===== config.mk =====
export PLATFORM = sky130hd
export DESIGN_NAME = controlUnit
export DESIGN_NICKNAME = d
export VERILOG_FILES = /design/src/logic/lc3IsaPkg.sv /design/src/logic/controlPkg.sv /design/src/logic/memWaitTimer.sv /design/src/logic/controlSequencer.sv /design/src/logic/controlWordDecoder.sv /design/src/logic/controlUnit.sv
export SDC_FILE = /design/constraint.sdc
export NUM_CORES = 1
export LEC_CHECK = 0
export ABC_AREA = 1
export BUFFER_PORTS_ARGS = -buffer_cell sky130_fd_sc_hd__buf_4
export CAP_MARGIN = 20
export CORE_ASPECT_RATIO = 1.25
export CORE_UTILIZATION = 53
export DETAILED_ROUTE_END_ITERATION = 7
export PLACE_DENSITY = 0.9
export SLEW_MARGIN = 20
export SYNTH_ARGS = -nofsm -noshare
export SYNTH_HDL_FRONTEND = slang
export SYNTH_SLANG_ARGS = --single-unit

===== constraint.sdc =====
create_clock -name Clk -period 2.13 [get_ports Clk]
set_input_delay 0.5325 -clock Clk [delete_from_list [all_inputs] [get_ports Clk]]
set_output_delay 0.5325 -clock Clk [all_outputs]
set_load 0.1 [all_outputs]

===== src/logic/lc3IsaPkg.sv =====
/* Instruction set definitions of the teaching processor:
   opcode encodings and ALU function codes */
`default_nettype none

package lc3IsaPkg;

    typedef logic [3:0] opcode_t;   // IR[15:12]
    typedef logic [1:0] aluOp_t;

    // Opcodes still served by the control unit
    localparam opcode_t opBr  = 4'b0000;
    localparam opcode_t opAdd = 4'b0001;
    localparam opcode_t opLd  = 4'b0010;
    localparam opcode_t opSt  = 4'b0011;
    localparam opcode_t opAnd = 4'b0101;
    localparam opcode_t opLdr = 4'b0110;
    localparam opcode_t opStr = 4'b0111;
    localparam opcode_t opNot = 4'b1001;
    localparam opcode_t opLdi = 4'b1010;
    localparam opcode_t opSti = 4'b1011;
    localparam opcode_t opJmp = 4'b1100;
    localparam opcode_t opMul = 4'b1101;   // Extension opcode
    localparam opcode_t opLea = 4'b1110;

    // ALU function select
    localparam aluOp_t aluAdd  = 2'd0;
    localparam aluOp_t aluAnd  = 2'd1;
    localparam aluOp_t aluNot  = 2'd2;
    localparam aluOp_t aluPass = 2'd3;   // Passes SR1 through, used for stores

endpackage

`default_nettype wire


===== src/logic/controlPkg.sv =====
/* Control unit definitions: control-state enum, datapath select types
   and the fixed memory access length */
`default_nettype none

package controlPkg;

    typedef enum logic [4:0] {
        sFetchAddr,     // MAR <- PC, PC <- PC + 1
        sFetchMem,
        sFetchIr,
        sDecode,
        sBrTest,
        sBrTaken,
        sAdd,
        sAnd,
        sNot,
        sLdAddr,
        sLdrAddr,
        sLdiAddr,
        sLdiMem,        // Fetch of the pointer word
        sLdiPtr,
        sStAddr,
        sStrAddr,
        sStiAddr,
        sStiMem,
        sStiPtr,
        sStoreData,     // Shared by ST, STR and STI
        sStoreMem,
        sLoadMem,       // Shared by LD, LDR and LDI
        sLoadReg,
        sJmp,
        sLea,
        sMulStart,
        sMulWait,
        sMulWrite,
        sInvalid,
        sStart,
        sHalt
    } ctrlState_t;

    // Second adder operand
    typedef logic [1:0] addr2Sel_t;
    localparam addr2Sel_t addr2Zero = 2'd0;
    localparam addr2Sel_t addr2Off6 = 2'd1;
    localparam addr2Sel_t addr2Off9 = 2'd2;

    // PC source
    typedef logic [1:0] pcSel_t;
    localparam pcSel_t pcInc   = 2'd0;
    localparam pcSel_t pcAdder = 2'd2;

    localparam int memWaitCycles = 3;   // Cycles per memory access
    typedef logic [1:0] memWaitCount_t;

endpackage

`default_nettype wire


===== src/logic/memWaitTimer.sv =====
/* Wait counter for the fixed-latency memory */
`default_nettype none

module memWaitTimer
    import controlPkg::*;
(
    input  logic Clk,
    input  logic rstN,
    input  logic memAccess,
    output logic memReady
);

    localparam memWaitCount_t lastCount = memWaitCount_t'(memWaitCycles - 1);

    memWaitCount_t count;

    // Last cycle of the access
    assign memReady = memAccess && (count == lastCount);

    always_ff @(posedge Clk) begin
        if (!rstN) begin
            count <= '0;
        end else if (!memAccess || memReady) begin
            count <= '0;    // Ready for the next access
        end else begin
            count <= count + memWaitCount_t'(1);
        end
    end

endmodule

`default_nettype wire


===== src/logic/controlSequencer.sv =====
/* Control state register with the fetch, decode and execute
   transitions, plus the memory access flag for the wait timer */
`default_nettype none

module controlSequencer
    import lc3IsaPkg::*;
    import controlPkg::*;
(
    input  logic       Clk,
    input  logic       rstN,
    input  logic       run,
    input  logic       cont,
    input  opcode_t    opcode,
    input  logic       ben,
    input  logic       mulReady,
    input  logic       memReady,
    output ctrlState_t state,
    output logic       memAccess
);

    ctrlState_t nextState;

    assign memAccess = (state == sFetchMem) || (state == sLdiMem) || (state == sStiMem)
                    || (state == sLoadMem) || (state == sStoreMem);

    always_ff @(posedge Clk) begin
        if (!rstN) begin
            state <= sHalt;
        end else begin
            state <= nextState;
        end
    end

    always_comb begin
        nextState = state;  // Hold by default

        case (state)
            sFetchAddr: nextState = sFetchMem;
            sFetchMem:  nextState = memReady ? sFetchIr : sFetchMem;
            sFetchIr:   nextState = sDecode;

            sDecode: begin
                case (opcode)
                    opBr:    nextState = sBrTest;
                    opAdd:   nextState = sAdd;
                    opLd:    nextState = sLdAddr;
                    opSt:    nextState = sStAddr;
                    opAnd:   nextState = sAnd;
                    opLdr:   nextState = sLdrAddr;
                    opStr:   nextState = sStrAddr;
                    opNot:   nextState = sNot;
                    opLdi:   nextState = sLdiAddr;
                    opSti:   nextState = sStiAddr;
                    opJmp:   nextState = sJmp;
                    opMul:   nextState = sMulStart;
                    opLea:   nextState = sLea;
                    default: nextState = sInvalid;  // Includes the former JSR and TRAP
                endcase
            end

            sBrTest: nextState = ben ? sBrTaken : sFetchAddr;

            sBrTaken, sAdd, sAnd, sNot, sJmp, sLea:
                nextState = sFetchAddr;

            // Loads
            sLdAddr, sLdrAddr: nextState = sLoadMem;
            sLdiAddr:          nextState = sLdiMem;
            sLdiMem:           nextState = memReady ? sLdiPtr : sLdiMem;
            sLdiPtr:           nextState = sLoadMem;
            sLoadMem:          nextState = memReady ? sLoadReg : sLoadMem;
            sLoadReg:          nextState = sFetchAddr;

            // Stores
            sStAddr, sStrAddr: nextState = sStoreData;
            sStiAddr:          nextState = sStiMem;
            sStiMem:           nextState = memReady ? sStiPtr : sStiMem;
            sStiPtr:           nextState = sStoreData;
            sStoreData:        nextState = sStoreMem;
            sStoreMem:         nextState = memReady ? sFetchAddr : sStoreMem;

            // Multiplier has variable latency
            sMulStart: nextState = sMulWait;
            sMulWait:  nextState = mulReady ? sMulWrite : sMulWait;
            sMulWrite: nextState = sFetchAddr;

            sInvalid: nextState = cont ? sHalt : sInvalid;   // Wait for acknowledge
            sStart:   nextState = run ? sStart : sFetchAddr;
            sHalt:    nextState = run ? sStart : sHalt;

            default: nextState = sHalt;
        endcase
    end

endmodule

`default_nettype wire


===== src/logic/controlWordDecoder.sv =====
/* Control word decode: datapath loads, bus gates, mux selects and
   memory strobes for each control state */
`default_nettype none

module controlWordDecoder
    import lc3IsaPkg::*;
    import controlPkg::*;
(
    input  ctrlState_t state,
    input  logic       memReady,
    output logic       ldMar,
    output logic       ldMdr,
    output logic       ldIr,
    output logic       ldBen,
    output logic       ldReg,
    output logic       ldCc,
    output logic       ldPc,
    output logic       gatePc,
    output logic       gateMdr,
    output logic       gateMul,
    output logic       gateAlu,
    output logic       gateMarMux,
    output logic       addr1Mux,
    output logic       marMux,
    output logic       sr1Mux,
    output logic       mioEn,
    output logic       rW,
    output logic       mulEn,
    output logic       halted,
    output logic       paused,
    output logic       invalid,
    output addr2Sel_t  addr2Mux,
    output pcSel_t     pcMux,
    output aluOp_t     aluK
);

    always_comb begin
        ldMar      = 1'b0;
        ldMdr      = 1'b0;
        ldIr       = 1'b0;
        ldBen      = 1'b0;
        ldReg      = 1'b0;
        ldCc       = 1'b0;
        ldPc       = 1'b0;
        gatePc     = 1'b0;
        gateMdr    = 1'b0;
        gateMul    = 1'b0;
        gateAlu    = 1'b0;
        gateMarMux = 1'b0;
        addr1Mux   = 1'b0;  // PC as first adder operand
        marMux     = 1'b0;
        sr1Mux     = 1'b0;  // IR[11:9]
        mioEn      = 1'b0;
        rW         = 1'b0;
        mulEn      = 1'b0;
        halted     = 1'b0;
        paused     = 1'b0;
        invalid    = 1'b0;
        addr2Mux   = addr2Zero;
        pcMux      = pcInc;
        aluK       = aluAdd;

        case (state)
            sFetchAddr: begin
                gatePc = 1'b1;
                ldMar  = 1'b1;
                ldPc   = 1'b1;
                pcMux  = pcInc;
            end
            sFetchIr: begin
                gateMdr = 1'b1;
                ldIr    = 1'b1;
                paused  = 1'b1;
            end
            sDecode: ldBen = 1'b1;

            // Memory reads capture MDR on the last cycle
            sFetchMem, sLdiMem, sStiMem, sLoadMem: begin
                mioEn = 1'b1;
                ldMdr = memReady;
            end
            sStoreMem: begin
                mioEn = 1'b1;
                rW    = 1'b1;   // Held through the whole write
            end

            sBrTaken: begin
                addr2Mux = addr2Off9;
                pcMux    = pcAdder;
                ldPc     = 1'b1;
            end

            sAdd, sAnd, sNot: begin
                sr1Mux  = 1'b1;
                gateAlu = 1'b1;
                ldReg   = 1'b1;
                ldCc    = 1'b1;
                if (state == sAnd) begin
                    aluK = aluAnd;
                end else if (state == sNot) begin
                    aluK = aluNot;
                end else begin
                    aluK = aluAdd;
                end
            end

            sLdAddr, sLdiAddr, sStAddr, sStiAddr: begin   // MAR <- PC + off9
                addr2Mux   = addr2Off9;
                marMux     = 1'b1;
                gateMarMux = 1'b1;
                ldMar      = 1'b1;
            end
            sLdrAddr, sStrAddr: begin   // MAR <- BaseR + off6
                sr1Mux     = 1'b1;
                addr1Mux   = 1'b1;
                addr2Mux   = addr2Off6;
                marMux     = 1'b1;
                gateMarMux = 1'b1;
                ldMar      = 1'b1;
            end
            sLdiPtr, sStiPtr: begin
                gateMdr = 1'b1;
                ldMar   = 1'b1;
            end
            sStoreData: begin
                aluK    = aluPass;
                gateAlu = 1'b1;
                ldMdr   = 1'b1;
            end
            sLoadReg: begin
                gateMdr = 1'b1;
                ldReg   = 1'b1;
                ldCc    = 1'b1;
            end

            sJmp: begin
                sr1Mux   = 1'b1;
                addr1Mux = 1'b1;
                addr2Mux = addr2Zero;
                pcMux    = pcAdder;
                ldPc     = 1'b1;
            end
            sLea: begin
                addr2Mux   = addr2Off9;
                marMux     = 1'b1;
                gateMarMux = 1'b1;
                ldReg      = 1'b1;
                ldCc       = 1'b1;
            end

            sMulStart: begin
                sr1Mux = 1'b1;
                mulEn  = 1'b1;
            end
            sMulWrite: begin
                gateMul = 1'b1;
                ldReg   = 1'b1;
                ldCc    = 1'b1;
            end

            sInvalid: invalid = 1'b1;
            sHalt:    halted  = 1'b1;
            default: ;  // Idle states drive nothing
        endcase
    end

endmodule

`default_nettype wire


===== src/logic/controlUnit.sv =====
/* Control unit top: sequencer, memory wait timer and control word decoder */
`default_nettype none

module controlUnit
    import lc3IsaPkg::*;
    import controlPkg::*;
(
    input  logic      Clk,
    input  logic      rstN,
    input  logic      run,
    input  logic      cont,
    input  opcode_t   opcode,
    input  logic      ben,
    input  logic      mulReady,
    output logic      ldMar,
    output logic      ldMdr,
    output logic      ldIr,
    output logic      ldBen,
    output logic      ldReg,
    output logic      ldCc,
    output logic      ldPc,
    output logic      gatePc,
    output logic      gateMdr,
    output logic      gateMul,
    output logic      gateAlu,
    output logic      gateMarMux,
    output logic      addr1Mux,
    output logic      marMux,
    output logic      sr1Mux,
    output logic      mioEn,
    output logic      rW,
    output logic      mulEn,
    output logic      halted,
    output logic      paused,
    output logic      invalid,
    output addr2Sel_t addr2Mux,
    output pcSel_t    pcMux,
    output aluOp_t    aluK
);

    ctrlState_t state;
    logic       memAccess;
    logic       memReady;

    controlSequencer sequencer_i (
        .Clk       (Clk),
        .rstN      (rstN),
        .run       (run),
        .cont      (cont),
        .opcode    (opcode),
        .ben       (ben),
        .mulReady  (mulReady),
        .memReady  (memReady),
        .state     (state),
        .memAccess (memAccess)
    );

    memWaitTimer timer_i (
        .Clk       (Clk),
        .rstN      (rstN),
        .memAccess (memAccess),
        .memReady  (memReady)
    );

    controlWordDecoder decoder_i (
        .state      (state),
        .memReady   (memReady),
        .ldMar      (ldMar),
        .ldMdr      (ldMdr),
        .ldIr       (ldIr),
        .ldBen      (ldBen),
        .ldReg      (ldReg),
        .ldCc       (ldCc),
        .ldPc       (ldPc),
        .gatePc     (gatePc),
        .gateMdr    (gateMdr),
        .gateMul    (gateMul),
        .gateAlu    (gateAlu),
        .gateMarMux (gateMarMux),
        .addr1Mux   (addr1Mux),
        .marMux     (marMux),
        .sr1Mux     (sr1Mux),
        .mioEn      (mioEn),
        .rW         (rW),
        .mulEn      (mulEn),
        .halted     (halted),
        .paused     (paused),
        .invalid    (invalid),
        .addr2Mux   (addr2Mux),
        .pcMux      (pcMux),
        .aluK       (aluK)
    );

endmodule

`default_nettype wire


==> results of run 1 <==
[cells in the mapped netlist]
library cell	count	area share (%)
inv_1	29	8.3
o21a_1	1	0.57
nor2_2	4	1.9
o21ai_2	1	0.66
a211oi_1	1	0.57
nand2_2	5	2.4
o211ai_1	1	0.57
conb_1	1	0.28
dfxtp_1	7	11
nor2_4	3	2.6
o211ai_2	1	0.95
nand4_1	6	2.8
nor2_8	2	3.0
or2_2	1	0.47
nand2_1	50	14
nor3_1	2	0.76
a21oi_1	5	1.9
buf_4	5	2.8
nand2_4	2	1.7
o21ai_0	8	3.0
nand3_2	9	6.8
inv_2	8	2.3
nor2_1	34	9.7
or2_1	1	0.47
inv_4	1	0.47
nand3_4	2	2.7
ha_1	6	5.7
nand3_1	22	8.3
buf_6	4	3.4
[cell families after synthesis]
| kind of cell | after synthesis | synth area share (%) |
|---|---|---|
| flip-flops | 7 | 10.6 |
| buffers and inverters | 47 | 17.3 |
| AND/OR/NAND/NOR | 143 | 57.9 |
| other | 1 | 0.284 |
| adder cells (fa/ha/maj) | 6 | 5.69 |
| AO/OA/AOI/OAI | 18 | 8.25 |
[metrics by stage]
step	setup TNS [ns]	setup slack, ns	util (%)	cell area [sq um]	cells
2_1_floorplan	-2.59	-1.07	-	1460	222
3_3_place_gp	0	0.0766	78.3	1790	294
3_5_place_dp	0	0.0626	78.3	1790	294
4_1_cts	-0.00443	-0.00443	85.5	1950	303
[routing by layer]
| metal | overflow | global-route usage (%) |
|---|---|---|
| met1 | 0 | 64.6 |
| met2 | 9 | 85.9 |
| met3 | 0 | 45.5 |
| met4 | 13 | 74.3 |
| met5 | 0 | 24.4 |
[what timing repair did]
action	CTS
cloned	0
pin swaps	3
setup buffers	5
endpoints found under the setup margin	19
resized for setup	30
==> flow_summary_export.csv, run 1 <==
group,metric,value,unit
run_status,lastStage,"5_1_grt",
die,fp.dieH,57.8,microns
sta,grt-worst-endpoint,"ldReg",
yosys,ys_types,29,
run_status,error_line,"[ERROR GRT-0232] Routing congestion too high. Check the congestion heatmap in the GUI.",
cts,clock-sinks,7,
die,rows,19,
place,hpwl,3290,microns
place,port_buffers,35,
cts,h-tree-depth,1,
cts,clockRootBuffer,"clkbuf_4",
grt,overflow,22,
cts,numCtsBuffers,3,
run_status,status,"aborted with a tool error",
yosys,synth_nets,238,
yosys,syn-mean-instance-area,5.94,sq um
grt,grt_usage,67.7,%
yosys,synth_seq_cells,7,
grt,grt_max_degree,12,
die,pin_count,37,
yosys,synth_area,1320,sq um
cts,clk_path_buf_depth,2,
yosys,syn_inst,222,
cts,cts_hold_buf,0,
die,initial_utilization,57.8,%
place,gp_congestion,0.996,
yosys,ys_seq_area_share,10.6,%
yosys,yosysWarnings,0,
sta,endpoint_type,"top-level output",
die,die_w,46.6,microns
==> run 2: changes to the inputs <==
--- a/config.mk
+++ b/config.mk
@@ -8,10 +8,10 @@
 export ABC_AREA = 1
 export BUFFER_PORTS_ARGS = -buffer_cell sky130_fd_sc_hd__buf_4
 export CAP_MARGIN = 20
-export CORE_ASPECT_RATIO = 1.25
-export CORE_UTILIZATION = 53
+export CORE_AREA = 2 2 63 65
 export DETAILED_ROUTE_END_ITERATION = 7
-export PLACE_DENSITY = 0.9
+export DIE_AREA = 0 0 65 67
+export PLACE_DENSITY_LB_ADDON = 0.15
 export SLEW_MARGIN = 20
 export SYNTH_ARGS = -nofsm -noshare
 export SYNTH_HDL_FRONTEND = slang
==> run 2 against run 1 <==
The flow now finishes without violations. Synthesized area is the same. Synthesized cell count is the same.
==> flow_summary_export.csv, run 2 <==
group,metric,value,unit
hold_path,hold_path.class,"register to register",
drt,vias,1582,
finish,drive_gt1_share,50.5,%
worst_setup_path,cp_max_fo,6,
grt,grt_max_degree,12,
pwr,peakVddDrop,0.626,mV
grt,antenna_found_initial,0,
die,pin_count,37,
finish,final_common_cell,"buf_4",
sta,hold_viol,0,
finish,seqCellArea,159,sq um
yosys,synth_common_cells,"nand2_1 (50), nor2_1 (34), inv_1 (29)",
cts,clock-sinks,7,
place,placed_cell_area,1830,sq um
finish,top_regs,"sequencer_i.state (5), timer_i.count (2)",
die,die_w,65,microns
finish,syn_to_final_growth,65.3,%
place,pre_cts_slack,0.0431,ns
finish,multi_input_area,1140,sq um
sta,slew_viol_final,0,
drt,drtIter0Drc,87,
pwr,p_leak,1.19,nW
yosys,ys_seq_area_share,10.6,%
sta,fin_crit,2.13,ns
cts,cts_tree,"built",
worst_setup_path,endpoint_kind,"primary output",
drt,drt-wirelength-per-cell,12.8,microns
place,port_buffers,35,
sta,max_freq,470,MHz
die,die_area,4360,sq um
place,gp_congestion,0.939,
yosys,syn-mean-instance-area,5.94,sq um
drt,drt_first_pass_iters,5,
yosys,yosysWarnings,0,
yosys,synth_top_cell_area_share,14.2,%
finish,top_register,"sequencer_i.state",
worst_setup_path,required,1.60,ns
drt,via_per_inst,4.78,
finish,largest_register_ffs,5,
grt,grt_first_pass_wirelength,6580,microns
yosys,ys_types,29,
cts,clk_path_buf_depth,2,
yosys,synth_area,1320,sq um
drt,route.detailed.drc,0,
sta,fin_worst_skew,0.000710,ns
place,hpwl,3330,microns
grt,grt_usage,19.2,%
finish,nets,300,
worst_setup_path,cp_data_arrival_time,1.59,ns
yosys,async_flop_share,0,%
die,fp.dieH,67,microns
job,cap_violations,0,
sta,postLayoutSetupSlackWorst,0.00302,ns
die,initial_utilization,36.6,%
cts,numCtsBuffers,3,
cts,clk_pin_slew,0.04,ns
finish,postLayoutCellArea,2180,sq um
grt,grt_pass1_vias,1448,
cts,cts_hold_buf,0,
die,rows,22,
worst_setup_path,critPathKind,"register to primary output",
pwr,power_density,1590,nW/um^2
drt,ant_nets,0,
yosys,synth_top_area_cell,"nand2_1",
sta,setup_violations,0,
drt,wl,4240,microns
worst_setup_path,start_kind,"register",
yosys,ys_top_cells_by_area,"nand2_1 (14%), dfxtp_1 (11%), nor2_1 (9.7%)",
grt,overflow,0,
yosys,syn_inst,222,
yosys,synth-edff-count,0,
run_status,status,"completed",
sta,rsz0062_at_grt,"true",
cts,clock_latency,0.22,ns
yosys,yosysMostFrequentCell,"nand2_1",
cts,clockRootBuffer,"clkbuf_8",
die,core_area,3610,sq um
yosys,synth_seq_cells,7,
finish,n_antenna_cell,0,
pwr,total_power,3.47,mW
finish,most-common-layout-cells,"buf_4 (51), nand2_1 (44), inv_1 (26)",
yosys,synth_nets,238,
finish,fillers,358,
yosys,synth_ff_type,"dfxtp_1",
cts,h-tree-depth,1,
sta,post-route-period-util,99.9,%
run 2: cell type report:
class	instances	area share, %
multi-input cells	168	52.2
inverters	38	7.35
flip-flops and latches	7	7.29
clock buffers	4	2.07
well taps	48	2.76
repair buffers	66	28.3
run 2: logic make-up (layout without fill, tap and decap cells):
group,count (synthesis),after routing,share of synthesized area (%)
DFF,7,7,10.6
other,1,1,0.284
adders and majority gates,6,6,5.69
AOI/OAI and AO/OA,18,18,8.25
and+or+nand+nor,143,143,57.9
buffers and inverters,47,108,17.3
run 2: per-layer routing:
metal | track usage (%) | part of all wire [%]
met1 | 24.7 | 45
met2 | 33.5 | 49
met3 | 2.70 | 4.7
met4 | 5.05 | 1.3
met5 | 0 | 0
run 2: report_power, final:
part | internal [mW] | switching (mW) | leakage [nW]
logic | 0.931 | 2.05 | 1.11
clock network | 0.129 | 0.0517 | 0.0228
registers | 0.202 | 0.104 | 0.0582
total | 1.26 | 2.20 | 1.19
run 2: path summary, 6_finish.rpt:
kind                        start                    to  slack [ns]  depth (start not counted)
min              timer_i.count[0]      timer_i.count[0]        0.41                          1
min reg2reg      timer_i.count[0]      timer_i.count[0]        0.41                          1
max reg2reg  sequencer_i.state[3]  sequencer_i.state[1]        0.64                         11
max          sequencer_i.state[3]                 ldMar       0.003                          7
run 2: through the flow:
step | cells | hold slack (ns) | util (%) | setup TNS, ns
2_1_floorplan | 222 | 0.393 | - | -2.59
3_3_place_gp | 314 | 0.403 | 50.8 | 0
3_5_place_dp | 314 | 0.409 | 50.8 | 0
4_1_cts | 318 | 0.417 | 53.9 | -0.159
5_1_grt | 331 | 0.441 | 60.4 | -0.267
6_report | 331 | 0.412 | 60.4 | 0
run 2: worst max-delay path, cell delays in order (launching register included):
cell	delay (ns)
dfxtp_4	0.38
buf_12	0.15
nand2_8	0.06
nor2_4	0.21
nand2_2	0.07
o21a_4	0.15
nand4_1	0.13
buf_8	0.21
run 2: what timing repair did:
action / CTS / global route
endpoints found under the hold margin: 0 / 0
pin swaps: 1 / 9
gates cloned: 0 / 0
buffers inserted: 0 / 13
setup endpoints to repair: 18 / 18
gates resized for setup: 19 / 37
Power figures use the tool's default switching activity.
